$ cat src/hdl/feed_pkg.sv
// Sizes are fixed for N=16 with 2 polynomials per ciphertext and rotations that are multiples of 4
package feed_pkg;

  // ==================================================
  // Sizes
  // ==================================================
  localparam int N              = 16;
  localparam int COEF_PER_WORD  = 8;
  localparam int HALF_W         = COEF_PER_WORD / 2;
  localparam int CHUNK_NB       = 2;
  localparam int ACC_COEF_NB    = 4;
  localparam int GLWE_K_P1      = 2;
  localparam int WORD_PER_POLY  = 2;
  localparam int SLOT_NB        = 4;
  localparam int BANK_DEPTH     = SLOT_NB * GLWE_K_P1 * WORD_PER_POLY;
  localparam int CMD_DEPTH      = 2;
  localparam int OUT_CREDIT_MAX = 4;

  // ==================================================
  // Vector types
  // ==================================================
  typedef logic [15:0]                    coef_t;
  typedef logic [4:0]                     rot_t;
  typedef logic [1:0]                     slot_t;
  typedef logic [3:0]                     gaddr_t;
  typedef logic [2:0]                     credit_t;
  typedef logic [HALF_W-1:0][15:0]        half_word_t;

  // Command from the sequencer
  typedef struct packed {
    slot_t pbs_id;
    rot_t  rot;
    logic  last_pbs;
  } rot_cmd_t;

  // Chunk toward the decomposer
  typedef struct packed {
    logic [ACC_COEF_NB-1:0][15:0] data;
    logic                         sob;
    logic                         eob;
    logic                         sol;
    logic                         eol;
    logic                         soc;
    logic                         eoc;
    slot_t                        pbs_id;
    logic                         last_pbs;
  } acc_chunk_t;

  typedef enum logic [1:0] {
    IDLE,
    READ,
    DRAIN
  } feed_state_e;

endpackage
$ cat src/hdl/feed_top.sv
// GRAM writes are ignored while a command is being processed
`timescale 1ns/1ns
module feed_top (
  input  logic                                      clk,
  input  logic                                      s_rst_n,
  input  logic                                      cmd_vld,
  input  feed_pkg::rot_cmd_t                        cmd,
  output logic                                      cmd_credit,
  input  logic                                      out_credit,
  output logic                                      out_vld,
  output feed_pkg::acc_chunk_t                      out,
  input  logic                                      gram_wr_en,
  input  feed_pkg::gaddr_t                          gram_wr_addr,
  input  logic [feed_pkg::COEF_PER_WORD-1:0][15:0]  gram_wr_data
);
  import feed_pkg::*;

  logic       rd_go;
  logic       busy;
  logic       wr_ok;
  rot_cmd_t   act_cmd;
  rot_cmd_t   rd_cmd;
  gaddr_t     rd_addr;
  gaddr_t     rot_addr0;
  gaddr_t     rot_addr1;
  logic       perm_sel;
  rot_t       rot_base;
  logic       first_word;
  logic       last_word;
  logic       word_sol;
  logic       word_eol;
  logic       rd_last;
  half_word_t data [2];
  half_word_t rot_data [2];
  logic [1:0] vld;

  assign wr_ok = gram_wr_en && !busy;

  // Bank 0 holds coefficients 0-3, bank 1 holds 4-7
  gram_bank bank0_i (
    .clk(clk), .s_rst_n(s_rst_n),
    .wr_en(wr_ok), .wr_addr(gram_wr_addr), .wr_data(gram_wr_data[HALF_W-1:0]),
    .rd_en(rd_go), .rd_addr(rd_addr), .rd_data(data[0]),
    .rot_addr(rot_addr0), .rot_data(rot_data[0]), .rd_vld(vld[0])
  );

  gram_bank bank1_i (
    .clk(clk), .s_rst_n(s_rst_n),
    .wr_en(wr_ok), .wr_addr(gram_wr_addr), .wr_data(gram_wr_data[COEF_PER_WORD-1:HALF_W]),
    .rd_en(rd_go), .rd_addr(rd_addr), .rd_data(data[1]),
    .rot_addr(rot_addr1), .rot_data(rot_data[1]), .rd_vld(vld[1])
  );

  feed_addr_cnt addr_cnt_i (
    .clk(clk), .s_rst_n(s_rst_n), .rd_go(rd_go), .cmd(act_cmd),
    .rd_addr(rd_addr), .rot_addr0(rot_addr0), .rot_addr1(rot_addr1),
    .perm_sel(perm_sel), .rot_base(rot_base), .first_word(first_word),
    .last_word(last_word), .word_sol(word_sol), .word_eol(word_eol),
    .rd_cmd(rd_cmd), .rd_last(rd_last)
  );

  feed_seq_fsm seq_fsm_i (
    .clk(clk), .s_rst_n(s_rst_n), .cmd_vld(cmd_vld), .cmd(cmd),
    .cmd_credit(cmd_credit), .out_credit(out_credit), .chunk_sent(out_vld),
    .last_word(last_word), .rd_go(rd_go), .act_cmd(act_cmd), .busy(busy)
  );

  rot_sub_feed rot_sub_i (
    .clk(clk), .s_rst_n(s_rst_n), .in_vld(vld[0] && vld[1]),
    .in_data0(data[0]), .in_data1(data[1]), .in_rot0(rot_data[0]), .in_rot1(rot_data[1]),
    .in_perm_sel(perm_sel), .in_rot_base(rot_base), .in_cmd(rd_cmd),
    .in_sol(word_sol), .in_eol(word_eol), .in_first(first_word), .in_last(rd_last),
    .out_vld(out_vld), .out(out)
  );

endmodule

$ cat src/hdl/rot_sub_feed.sv
// Input word and flags must stay stable for two cycles after in_vld; results are modulo 2^16
`timescale 1ns/1ns
module rot_sub_feed (
  input  logic                 clk,
  input  logic                 s_rst_n,
  input  logic                 in_vld,
  input  feed_pkg::half_word_t in_data0,
  input  feed_pkg::half_word_t in_data1,
  input  feed_pkg::half_word_t in_rot0,
  input  feed_pkg::half_word_t in_rot1,
  input  logic                 in_perm_sel,
  input  feed_pkg::rot_t       in_rot_base,
  input  feed_pkg::rot_cmd_t   in_cmd,
  input  logic                 in_sol,
  input  logic                 in_eol,
  input  logic                 in_first,
  input  logic                 in_last,
  output logic                 out_vld,
  output feed_pkg::acc_chunk_t out
);
  import feed_pkg::*;

  // ==================================================
  // S2 permutation and chunk select
  // ==================================================
  half_word_t perm0;
  half_word_t perm1;
  logic       chk;
  logic       ctrl_vld;
  half_word_t chk_data;
  half_word_t chk_rot;
  half_word_t chk_opp;
  logic [ACC_COEF_NB-1:0] chk_sign;

  assign perm0 = in_perm_sel ? in_rot1 : in_rot0;
  assign perm1 = in_perm_sel ? in_rot0 : in_rot1;

  // Chunk counter runs alone once started
  assign ctrl_vld = in_vld || chk;

  always_ff @(posedge clk) begin
    if (!s_rst_n) begin
      chk <= 1'b0;
    end else if (ctrl_vld) begin
      chk <= ~chk;
    end
  end

  assign chk_data = chk ? in_data1 : in_data0;
  assign chk_rot  = chk ? perm1 : perm0;

  always_comb begin
    rot_t t;
    for (int i = 0; i < ACC_COEF_NB; i++) begin
      // Rotated index at or above N takes the negacyclic sign
      t           = in_rot_base + rot_t'({chk, 2'b00}) + rot_t'(i);
      chk_sign[i] = t[4];
      chk_opp[i]  = coef_t'(0) - chk_data[i];
    end
  end

  // ==================================================
  // S3 and subtraction
  // ==================================================
  half_word_t             s3_rot;
  logic [ACC_COEF_NB-1:0] s3_sign;
  logic                   s3_vld;
  acc_chunk_t             s3_ctl;
  half_word_t             s3_sub;

  always_ff @(posedge clk) begin
    if (!s_rst_n) begin
      s3_vld <= 1'b0;
    end else begin
      s3_vld <= ctrl_vld;
    end
  end

  // Negated original data rides in the data field of the control word
  always_ff @(posedge clk) begin
    s3_rot          <= chk_rot;
    s3_sign         <= chk_sign;
    s3_ctl.data     <= chk_opp;
    s3_ctl.soc      <= !chk;
    s3_ctl.eoc      <= chk;
    s3_ctl.sol      <= in_sol && !chk;
    s3_ctl.eol      <= in_eol && chk;
    s3_ctl.sob      <= in_first && !chk;
    s3_ctl.eob      <= in_last && chk;
    s3_ctl.pbs_id   <= in_cmd.pbs_id;
    s3_ctl.last_pbs <= in_cmd.last_pbs;
  end

  always_comb begin
    for (int i = 0; i < ACC_COEF_NB; i++) begin
      s3_sub[i] = s3_sign[i] ? s3_ctl.data[i] - s3_rot[i] : s3_ctl.data[i] + s3_rot[i];
    end
  end

  // ==================================================
  // Output
  // ==================================================
  always_ff @(posedge clk) begin
    if (!s_rst_n) begin
      out_vld <= 1'b0;
    end else begin
      out_vld <= s3_vld;
    end
  end

  always_ff @(posedge clk) begin
    out      <= s3_ctl;
    out.data <= s3_sub;
  end

endmodule

$ cat src/hdl/feed_seq_fsm.sv
// Sender must honor cmd credits; out_credit is at most one pulse per consumed chunk
`timescale 1ns/1ns
module feed_seq_fsm (
  input  logic               clk,
  input  logic               s_rst_n,
  input  logic               cmd_vld,
  input  feed_pkg::rot_cmd_t cmd,
  output logic               cmd_credit,
  input  logic               out_credit,
  input  logic               chunk_sent,
  input  logic               last_word,
  output logic               rd_go,
  output feed_pkg::rot_cmd_t act_cmd,
  output logic               busy
);
  import feed_pkg::*;

  rot_cmd_t    store [CMD_DEPTH];
  logic        wr_ptr;
  logic        rd_ptr;
  logic [1:0]  cnt;
  logic [1:0]  cnt_n;
  logic        pop;
  logic        gap;
  credit_t     out_cred;
  credit_t     inflight;
  feed_state_e state;

  // ==================================================
  // Command store
  // ==================================================
  assign pop     = rd_go && last_word;
  assign cnt_n   = cnt + 2'(cmd_vld) - 2'(pop);
  assign act_cmd = store[rd_ptr];

  always_ff @(posedge clk) begin
    if (cmd_vld) begin
      store[wr_ptr] <= cmd;
    end
  end

  always_ff @(posedge clk) begin
    if (!s_rst_n) begin
      wr_ptr     <= 1'b0;
      rd_ptr     <= 1'b0;
      cnt        <= '0;
      cmd_credit <= 1'b0;
    end else begin
      wr_ptr     <= wr_ptr ^ cmd_vld;
      rd_ptr     <= rd_ptr ^ pop;
      cnt        <= cnt_n;
      cmd_credit <= pop;
    end
  end

  // ==================================================
  // Read pacing and credits
  // ==================================================
  // One word per two cycles, two credits reserved per word
  assign rd_go = (state == READ) && (cnt != 2'd0) && !gap && (out_cred >= credit_t'(CHUNK_NB));

  always_ff @(posedge clk) begin
    if (!s_rst_n) begin
      gap      <= 1'b0;
      out_cred <= credit_t'(OUT_CREDIT_MAX);
      inflight <= '0;
    end else begin
      gap      <= rd_go;
      out_cred <= out_cred + credit_t'(out_credit) - (rd_go ? credit_t'(CHUNK_NB) : '0);
      inflight <= inflight + (rd_go ? credit_t'(CHUNK_NB) : '0) - credit_t'(chunk_sent);
    end
  end

  always_ff @(posedge clk) begin
    if (!s_rst_n) begin
      state <= IDLE;
    end else begin
      case (state)
        IDLE: begin
          if (cnt != 2'd0) begin
            state <= READ;
          end
        end
        READ: begin
          if (pop && cnt_n == 2'd0) begin
            state <= DRAIN;
          end
        end
        DRAIN: begin
          if (cnt != 2'd0) begin
            state <= READ;
          end else if (inflight == '0) begin
            state <= IDLE;
          end
        end
        default: state <= IDLE;
      endcase
    end
  end

  assign busy = (state != IDLE);

endmodule

$ cat src/hdl/feed_addr_cnt.sv
// Rotation must be a multiple of 4; addresses are combinational, position flags lag by one cycle
`timescale 1ns/1ns
module feed_addr_cnt (
  input  logic               clk,
  input  logic               s_rst_n,
  input  logic               rd_go,
  input  feed_pkg::rot_cmd_t cmd,
  output feed_pkg::gaddr_t   rd_addr,
  output feed_pkg::gaddr_t   rot_addr0,
  output feed_pkg::gaddr_t   rot_addr1,
  output logic               perm_sel,
  output feed_pkg::rot_t     rot_base,
  output logic               first_word,
  output logic               last_word,
  output logic               word_sol,
  output logic               word_eol,
  output feed_pkg::rot_cmd_t rd_cmd,
  output logic               rd_last
);
  import feed_pkg::*;

  logic       word;
  logic       poly;
  logic       poly_end;
  rot_t       start;
  logic [3:0] src0;
  logic [3:0] src1;
  logic       swap;

  assign poly_end  = (word == 1'(WORD_PER_POLY - 1));
  assign last_word = poly_end && (poly == 1'(GLWE_K_P1 - 1));

  always_ff @(posedge clk) begin
    if (!s_rst_n) begin
      word <= 1'b0;
      poly <= 1'b0;
    end else if (rd_go) begin
      word <= ~word;
      // Wraps to poly 0 at the end of the command
      if (poly_end) begin
        poly <= ~poly;
      end
    end
  end

  // First source position of the word, then reduced modulo N
  assign start = rot_t'(word) * rot_t'(COEF_PER_WORD) - cmd.rot;
  assign src0  = start[3:0];
  assign src1  = src0 + 4'(HALF_W);
  assign swap  = src0[2];

  assign rd_addr   = {cmd.pbs_id, poly, word};
  assign rot_addr0 = {cmd.pbs_id, poly, swap ? src1[3] : src0[3]};
  assign rot_addr1 = {cmd.pbs_id, poly, swap ? src0[3] : src1[3]};

  // ==================================================
  // Align with the bank read latency
  // ==================================================
  always_ff @(posedge clk) begin
    if (rd_go) begin
      perm_sel   <= swap;
      rot_base   <= start;
      first_word <= (word == 1'b0) && (poly == 1'b0);
      word_sol   <= (word == 1'b0) && (poly == 1'b0);
      word_eol   <= poly_end;
      rd_last    <= last_word;
      rd_cmd     <= cmd;
    end
  end

endmodule

$ cat src/hdl/gram_bank.sv
// One GRAM bank of 16 half words; read data holds until the next rd_en, no read-during-write bypass
`timescale 1ns/1ns
module gram_bank (
  input  logic                 clk,
  input  logic                 s_rst_n,
  input  logic                 wr_en,
  input  feed_pkg::gaddr_t     wr_addr,
  input  feed_pkg::half_word_t wr_data,
  input  logic                 rd_en,
  input  feed_pkg::gaddr_t     rd_addr,
  output feed_pkg::half_word_t rd_data,
  input  feed_pkg::gaddr_t     rot_addr,
  output feed_pkg::half_word_t rot_data,
  output logic                 rd_vld
);
  import feed_pkg::*;

  half_word_t mem [BANK_DEPTH];

  always_ff @(posedge clk) begin
    if (wr_en) begin
      mem[wr_addr] <= wr_data;
    end
  end

  // Plain and rotated ports share the enable
  always_ff @(posedge clk) begin
    if (rd_en) begin
      rd_data  <= mem[rd_addr];
      rot_data <= mem[rot_addr];
    end
  end

  always_ff @(posedge clk) begin
    if (!s_rst_n) begin
      rd_vld <= 1'b0;
    end else begin
      rd_vld <= rd_en;
    end
  end

endmodule

$ cat config.mk
export PLATFORM = sky130hd
export DESIGN_NAME = feed_top
export DESIGN_NICKNAME = d
export VERILOG_FILES = /design/src/hdl/feed_pkg.sv /design/src/hdl/feed_top.sv /design/src/hdl/rot_sub_feed.sv /design/src/hdl/feed_seq_fsm.sv /design/src/hdl/feed_addr_cnt.sv /design/src/hdl/gram_bank.sv
export SDC_FILE = /design/constraint.sdc
export NUM_CORES = 2
export LEC_CHECK = 0
export BUFFER_PORTS_ARGS = -buffer_cell sky130_fd_sc_hd__clkbuf_2
export CAP_MARGIN = 30
export CELL_PAD_IN_SITES_DETAIL_PLACEMENT = 1
export CELL_PAD_IN_SITES_GLOBAL_PLACEMENT = 2
export CORE_AREA = 2 2 510 562
export DETAILED_ROUTE_END_ITERATION = 8
export DIE_AREA = 0 0 512 564
export GPL_TIMING_DRIVEN = 0
export PLACE_DENSITY = 0.71
export SYNTH_ARGS = -nofsm -noshare
export SYNTH_HDL_FRONTEND = slang
export SYNTH_HIERARCHICAL = 1
export SYNTH_SLANG_ARGS = --single-unit
$ cat constraint.sdc
create_clock -name clk -period 25.7 [get_ports clk]
set_clock_uncertainty 0.15 [all_clocks]
set_input_delay 1.285 -clock clk [delete_from_list [all_inputs] [get_ports clk]]
set_output_delay 1.285 -clock clk [all_outputs]
set_load 0.1 [all_outputs]
Word-level counts from Yosys, hierarchy flattened
Memories as Yosys holds them, arrays and structs flattened. A register that Yosys moved wholly into a read port is not among the register bits.
Cells that the tools add are included.
{"block": "word_totals", "reg_bits": 243, "mem_bits_rw": 2064, "input_bits": 145, "out_inout_bits": 75, "word_cells": 128, "n_memories": 3}
{"memory": "bank0_i.mem", "depth": 16, "word_bits": 64, "rd": 2, "rd_ports_with_merged_regs": 2, "write_ports": 1, "line": "gram_bank.sv:18", "text": "half_word_t mem [BANK_DEPTH];"}
{"memory": "bank1_i.mem", "depth": 16, "word_bits": 64, "rd": 2, "rd_ports_with_merged_regs": 2, "write_ports": 1, "line": "gram_bank.sv:18"}
{"memory": "seq_fsm_i.store", "depth": 2, "word_bits": 8, "rd": 1, "rd_ports_with_merged_regs": 1, "write_ports": 1, "line": "feed_seq_fsm.sv:18", "text": "rot_cmd_t store [CMD_DEPTH];"}
{"block": "op_classes", "n_addsub": 24, "order_cmp": 1, "eq_ne": 5, "mux": 21, "n_bitwise": 5, "n_reduce_logical": 22}
{"cell": "2-to-1 mux 64 bit", "count": 4}
{"cell": "adder 16 bit", "count": 4}
{"cell": "2-to-1 mux 16 bit", "count": 4}
{"cell": "subtractor 1 x 16 -> 16 bit, first input constant", "count": 4}
{"cell": "subtractor 16 bit", "count": 4}
{"cell": "logical AND 1 bit", "count": 11}
{"cell": "adder 5 x 2 -> 5 bit, second input constant", "count": 2}
{"cell": "2-to-1 mux 2 bit", "count": 5}
{"cell": "2-to-1 mux 1 bit", "count": 7}
{"cell": "one-hot mux 2 bit (3 select lines)", "count": 1}
{"cell": "adder 5 x 1 -> 5 bit, second input constant", "count": 1}
{"cell": "adder 5 x 3 -> 5 bit", "count": 1}
{"cell": "subtractor 4 x 5 -> 5 bit", "count": 1}
{"cell": "adder 4 x 3 -> 4 bit, second input constant", "count": 1}
{"cell": "zero test 2 bit", "count": 2}
{"cell": "nonzero test 2 bit", "count": 2}
{"cell": "adder 3 x 1 -> 3 bit", "count": 1}
{"cell": "adder 3 bit", "count": 1}
{"cell": ">= comparator 3 x 2 -> 1 bit, second input constant", "count": 1}
{"cell": "zero test 1 bit", "count": 3}
{"cell": "zero test 3 bit", "count": 1}
{"cell": "inequality test 3 x 1 -> 1 bit, second input constant", "count": 1}
{"cell": "inverter 1 bit", "count": 3}
{"cell": "AND reduction 3 bit", "count": 1}
{"cell": "other kinds (11)", "count": 12}

Depth between registers and ports, before layout
{"block": "logic_depth", "depth_word": 10, "ltp_mapped": 15, "ltp_nobuf": 14}

Modules after synthesis
The synthesis kept the hierarchy.
{"module": "gram_bank (bank1_i)", "instances": 1, "cells_each": 2249, "area_per_inst_um2": 49587.6, "seq_area_each_um2": 34613.2}
{"module": "gram_bank (bank0_i)", "instances": 1, "cells_each": 2249, "area_per_inst_um2": 49586.3, "seq_area_each_um2": 34613.2}
{"module": "rot_sub_feed", "instances": 1, "cells_each": 1221, "area_per_inst_um2": 11548.6, "seq_area_each_um2": 4344.2}
{"module": "feed_seq_fsm", "instances": 1, "cells_each": 100, "area_per_inst_um2": 1296.2, "seq_area_each_um2": 780.7}
{"module": "feed_addr_cnt", "instances": 1, "cells_each": 54, "area_per_inst_um2": 763.2, "seq_area_each_um2": 490.5}
{"module": "feed_top", "instances": 1, "cells_each": 2, "area_per_inst_um2": 20.0, "seq_area_each_um2": 0.0}

Least setup slack after synthesis
OpenSTA, ideal clock, no wires.
{"block": "synth_timing", "kind": "reg2reg", "start": "reg seq_fsm_i.state[1]", "end": "reg seq_fsm_i.out_cred[2]", "setup_ps": 115, "t_arrival_ps": 17587, "required_time_ps": 25435, "slack_ps": 7847, "path_stages_with_launch": 10, "path_buffers": 0, "period_less_slack_ps": 17853, "path_cell_list": "dfxtp_1 nand2b_1 nor4_2 inv_1 ha_1 inv_1 ha_1 xor2_1 xnor2_1 nand2_1"}
{"block": "synth_via", "elab_chain_len": 6}
{"element": "from (decl)", "line": "feed_seq_fsm.sv:27", "text": "feed_state_e state;"}
{"element": "from (signal assigned)", "line": "feed_seq_fsm.sv:76", "text": "state <= IDLE;"}
{"element": "from (signal assigned)", "line": "feed_seq_fsm.sv:81", "text": "state <= READ;"}
{"element": "from (signal assigned)", "line": "feed_seq_fsm.sv:86", "text": "state <= DRAIN;"}
{"element": "== test 2 x 1 -> 1 bit", "line": "feed_seq_fsm.sv:60", "text": "assign rd_go = (state == READ) && (cnt != 2'd0) && !gap && (out_cred >= credit_t'(CHUNK_NB));"}
{"element": "logical AND 1 bit (3 in a row)", "line": "feed_seq_fsm.sv:60"}
{"element": "via rd_go", "line": "feed_top.sv:18", "text": "logic rd_go;"}
{"element": "2-to-1 mux 2 bit", "line": "feed_seq_fsm.sv:69", "text": "out_cred <= out_cred + credit_t'(out_credit) - (rd_go ? credit_t'(CHUNK_NB) : '0);"}
{"element": "subtractor 3 bit", "line": "feed_seq_fsm.sv:69"}
{"element": "to (signal assigned)", "line": "feed_seq_fsm.sv:65", "text": "out_cred <= credit_t'(OUT_CREDIT_MAX);"}
{"element": "to (signal assigned)", "line": "feed_seq_fsm.sv:69"}
{"element": "to (decl)", "line": "feed_seq_fsm.sv:25", "text": "credit_t out_cred;"}
The timed path passes the listed nets, and every way through them passes these cells.
A chain may end at the register's enable or synchronous reset.

==> flow_results.org <==
** Logic synthesis
- Number of cells produced by synthesis :: 5871
- Post-synthesis cell area :: 113000 sq um
- The Yosys step of the flow raised 6 warnings.
- The average instance in the mapped netlist occupies 19.2 sq um.
- When the netlist entered floorplanning its net count stood at 6102.

** Placed design
- Placed instance count :: 10000
- Input and output buffers added on the ports amount to 219.
- Routability Congestion :: 0.813
- Placement Setup Slack :: 20630 ps
- Summed over all nets, the half-perimeter wirelength after detailed placement is 253 mm.

** Floorplanning
- The die covers 289000 sq um.
- Core outline area :: 283000 sq um
- During I/O placement, the number of pins put on the boundary was 220.
- Vertical die dimension :: 564 um
- In this run the horizontal extent of the chip is 512 um.
- Effective utilization at floorplan :: 39.8%
- The floorplan has 205 rows.

** Worst setup path
- The critical path in this run is classified as flip-flop to flip-flop.
- WP data arrival :: 5820 ps
- CP endpoint kind :: flip-flop
- Of all nets on the critical path, the largest fanout is 10.
- Worst EP required :: 26280 ps
- Startpoint type of the worst setup path :: flip-flop
- For flop-to-flop paths, the worst setup slack is 20460 ps.

** Timing
- The final critical path takes up 20.4% of the cycle.
- Setup repair after global routing left no endpoint under its margin.
- Setup slack closes at 20460 ps.
- The total count of max-transition violations in the final report is 0.
- Time the worst path needs with I/O delays and setup :: 5240 ps
- Least-Margin Pin Slew :: 1100 ps
- Slew HR :: 26.6%
- Highest attainable clock frequency :: 0.191 GHz
- Final setup violation count :: 0
- Worst hold slack :: 177 ps
- The hold violation total from the final report was 0.
- Setup TNS after final layout :: 0 ps

** Clocking
- Number of clock sinks seen by CTS :: 2567
- Clock tree from TritonCTS :: yes
- After clock tree synthesis, the clock-pin slew on the worst setup and hold paths is 60 ps.
- Number of hold buffers added after CTS :: 0
- In this run the clock root is driven by a sky130_fd_sc_hd__clkbuf_16.
- Clock tree buffer depth :: 4
- Clock H-tree levels :: 5
- The number of clock buffers added by TritonCTS is 284.
- At the later pin of the worst-skew pair, clock insertion delay measures 870 ps.
- Number of gates resized after cts :: 0
- Post-CTS Setup Bufs :: 0

** Drt
- Remaining routing DRC violations :: 0
- Detailed-router iteration count before antenna repair :: 7
- Dividing the detail-routed wire length by the instance count gives 34.3 um.
- In this run, the number of DRC markers left after iteration 0 of detailed routing was 6741.
- Ratio of routed vias to standard cells :: 6.05
- Summing over every cut layer, the via total after detailed routing is 63700.
- Summed over all layers, the routed wires come to 361 mm.
- The count of nets left with antenna violations once routing finished came out at 0.

** Global route
- Entering global routing, the biggest net connects 25 pins.
- Vias in the first global route :: 68500
- Global routing used 24.8% of the available tracks across all layers.
- Wire length of the first global-routing pass :: 510 mm
- Global route total overflow :: 0
- Antenna violations before repair :: 61

** Final layout
- Once layout is complete, the cells apart from fillers number 10500.
- Compared with the post-synthesis result, the final layout area differs by 16.0%.
- Ratio of cells with drive above 1 in the final layout :: 31.3%
- Nets :: 6796

** Power and ir drop
- P per Cell Area :: 82.0 nW/um^2
- In this run the static leakage power is 41.6 nW.
- The clock network is responsible for 37.6% of the overall power.
- Sequential cells burn 44.8% of the power.
- Total power for the finished layout comes to 10.7 mW.
- Worst ir drop on vdd :: 0.0000928 V
- Design internal power :: 7.69 mW
- Net switching is 28.2% of the power.
- The analysis attributes to net switching a power of 3.02 mW.
- The share of total power dissipated in combinational logic is 17.6%.

** Outcome
- Result of the run :: completed

** Run
- Max-cap violations in this run came to 0.

** Min path
- Classification of the worst-slack hold path :: flip-flop to flip-flop
==> layout make-up <==
cell class | instances | area [sq um]
clock buffers | 372 | 7780
plain buffers | 383 | 2030
multi-input cells | 2854 | 35900
clock inverters | 122 | 1150
repair buffers | 408 | 4080
inverters | 67 | 251
well taps | 3726 | 4660
diodes | 31 | 77.6
fillers | 26300 | 152000
flip-flops and latches | 2567 | 74700
==> placed cells by master, fill, tap and decap left out, types with 12 or more instances in the layout <==
cell                           n
sky130_fd_sc_hd__bufinv_16    19
sky130_fd_sc_hd__clkbuf_2    221
sky130_fd_sc_hd__mux4_2     1024
sky130_fd_sc_hd__nor3b_1      12
sky130_fd_sc_hd__nand2b_1     21
sky130_fd_sc_hd__nor3_1       49
sky130_fd_sc_hd__buf_4        66
sky130_fd_sc_hd__buf_2        71
sky130_fd_sc_hd__nor2_1      111
sky130_fd_sc_hd__nor2_4       24
sky130_fd_sc_hd__nor4_1       16
sky130_fd_sc_hd__inv_1        66
sky130_fd_sc_hd__buf_12       56
sky130_fd_sc_hd__clkbuf_16   296
sky130_fd_sc_hd__xor2_1       69
sky130_fd_sc_hd__buf_16       17
sky130_fd_sc_hd__mux2i_1      55
sky130_fd_sc_hd__clkinv_1     51
sky130_fd_sc_hd__mux2_2       76
sky130_fd_sc_hd__and2_1       25
sky130_fd_sc_hd__nand2_1     318
sky130_fd_sc_hd__xnor2_1     116
sky130_fd_sc_hd__a21oi_1     100
sky130_fd_sc_hd__clkbuf_1    237
sky130_fd_sc_hd__clkinv_2     27
sky130_fd_sc_hd__diode_2      31
sky130_fd_sc_hd__a22oi_1     512
sky130_fd_sc_hd__buf_6       118
sky130_fd_sc_hd__buf_8        29
sky130_fd_sc_hd__dfxtp_1     236
sky130_fd_sc_hd__buf_1        43
sky130_fd_sc_hd__o21ai_0      52
sky130_fd_sc_hd__edfxtp_1   2331
sky130_fd_sc_hd__nor2b_1      24
sky130_fd_sc_hd__ha_1         82
==> worst paths after layout <==
path | cells past startpoint | startpoint | endpoint
setup / recovery | 14 | rot_sub_i/chk | rot_sub_i/s3_ctl[37]
hold / removal | 0 | rot_sub_i/s3_ctl[2] | rot_sub_i/out[2]
setup reg to reg | 14 | rot_sub_i/chk | rot_sub_i/s3_ctl[37]
hold reg to reg | 0 | rot_sub_i/s3_ctl[2] | rot_sub_i/out[2]
==> state kept, by name, indices dropped and copies added (netlist names), 2 cells and up, named ones only <==
signal / flops
seq_fsm_i/state: 2
bank0_i/rd_data: 64
bank1_i/mem: 1024
bank1_i/rot_data: 64
addr_cnt_i/rd_cmd: 3
bank0_i/rot_data: 64
bank1_i/rd_data: 64
seq_fsm_i/inflight: 3
rot_sub_i/s3_ctl: 73
rot_sub_i/s3_rot: 64
seq_fsm_i/cnt: 2
bank0_i/mem: 1024
rot_sub_i/s3_sign: 4
addr_cnt_i/rot_base: 5
rot_sub_i/out: 73
seq_fsm_i/store: 16
seq_fsm_i/out_cred: 3
==> worst max-delay path: stages (launching register included) <==
cell	delay, ps
sky130_fd_sc_hd__dfxtp_1	440
sky130_fd_sc_hd__buf_6	260
sky130_fd_sc_hd__buf_6	240
sky130_fd_sc_hd__buf_2	460
sky130_fd_sc_hd__buf_2	460
sky130_fd_sc_hd__buf_2	390
sky130_fd_sc_hd__buf_2	550
sky130_fd_sc_hd__mux2i_1	470
sky130_fd_sc_hd__ha_1	270
sky130_fd_sc_hd__o21ai_0	180
sky130_fd_sc_hd__or4_1	440
sky130_fd_sc_hd__clkbuf_1	190
sky130_fd_sc_hd__nor3_1	200
sky130_fd_sc_hd__xor2_1	180
sky130_fd_sc_hd__mux2i_1	100
==> stage by stage <==
stage / utilization (%) / area [sq um]
global placement: 41.9 / 118000
CTS: 46.2 / 131000
floorplan: - / 113000
global route: 46.2 / 131000
detailed placement: 43.0 / 122000
finish: 46.2 / 131000
==> metal layers <==
metal	share of wire, %	global-route usage (%)
met4	5.5	13.0
met3	6.6	4.11
met2	49	40.8
met1	39	31.8
met5	0.054	0
==> power groups by stage <==
stage | clock (mW) | sequential [mW] | combinational [mW]
2_1_floorplan | 0 | 5.23 | 0.933
3_3_place_gp | 0 | 4.92 | 1.85
3_5_place_dp | 0 | 4.89 | 1.91
6_report | 4.03 | 4.80 | 1.89
5_1_grt | 4.22 | 4.81 | 1.98
4_1_cts | 4.08 | 4.80 | 1.91
Power figures use the tool's default switching activity.
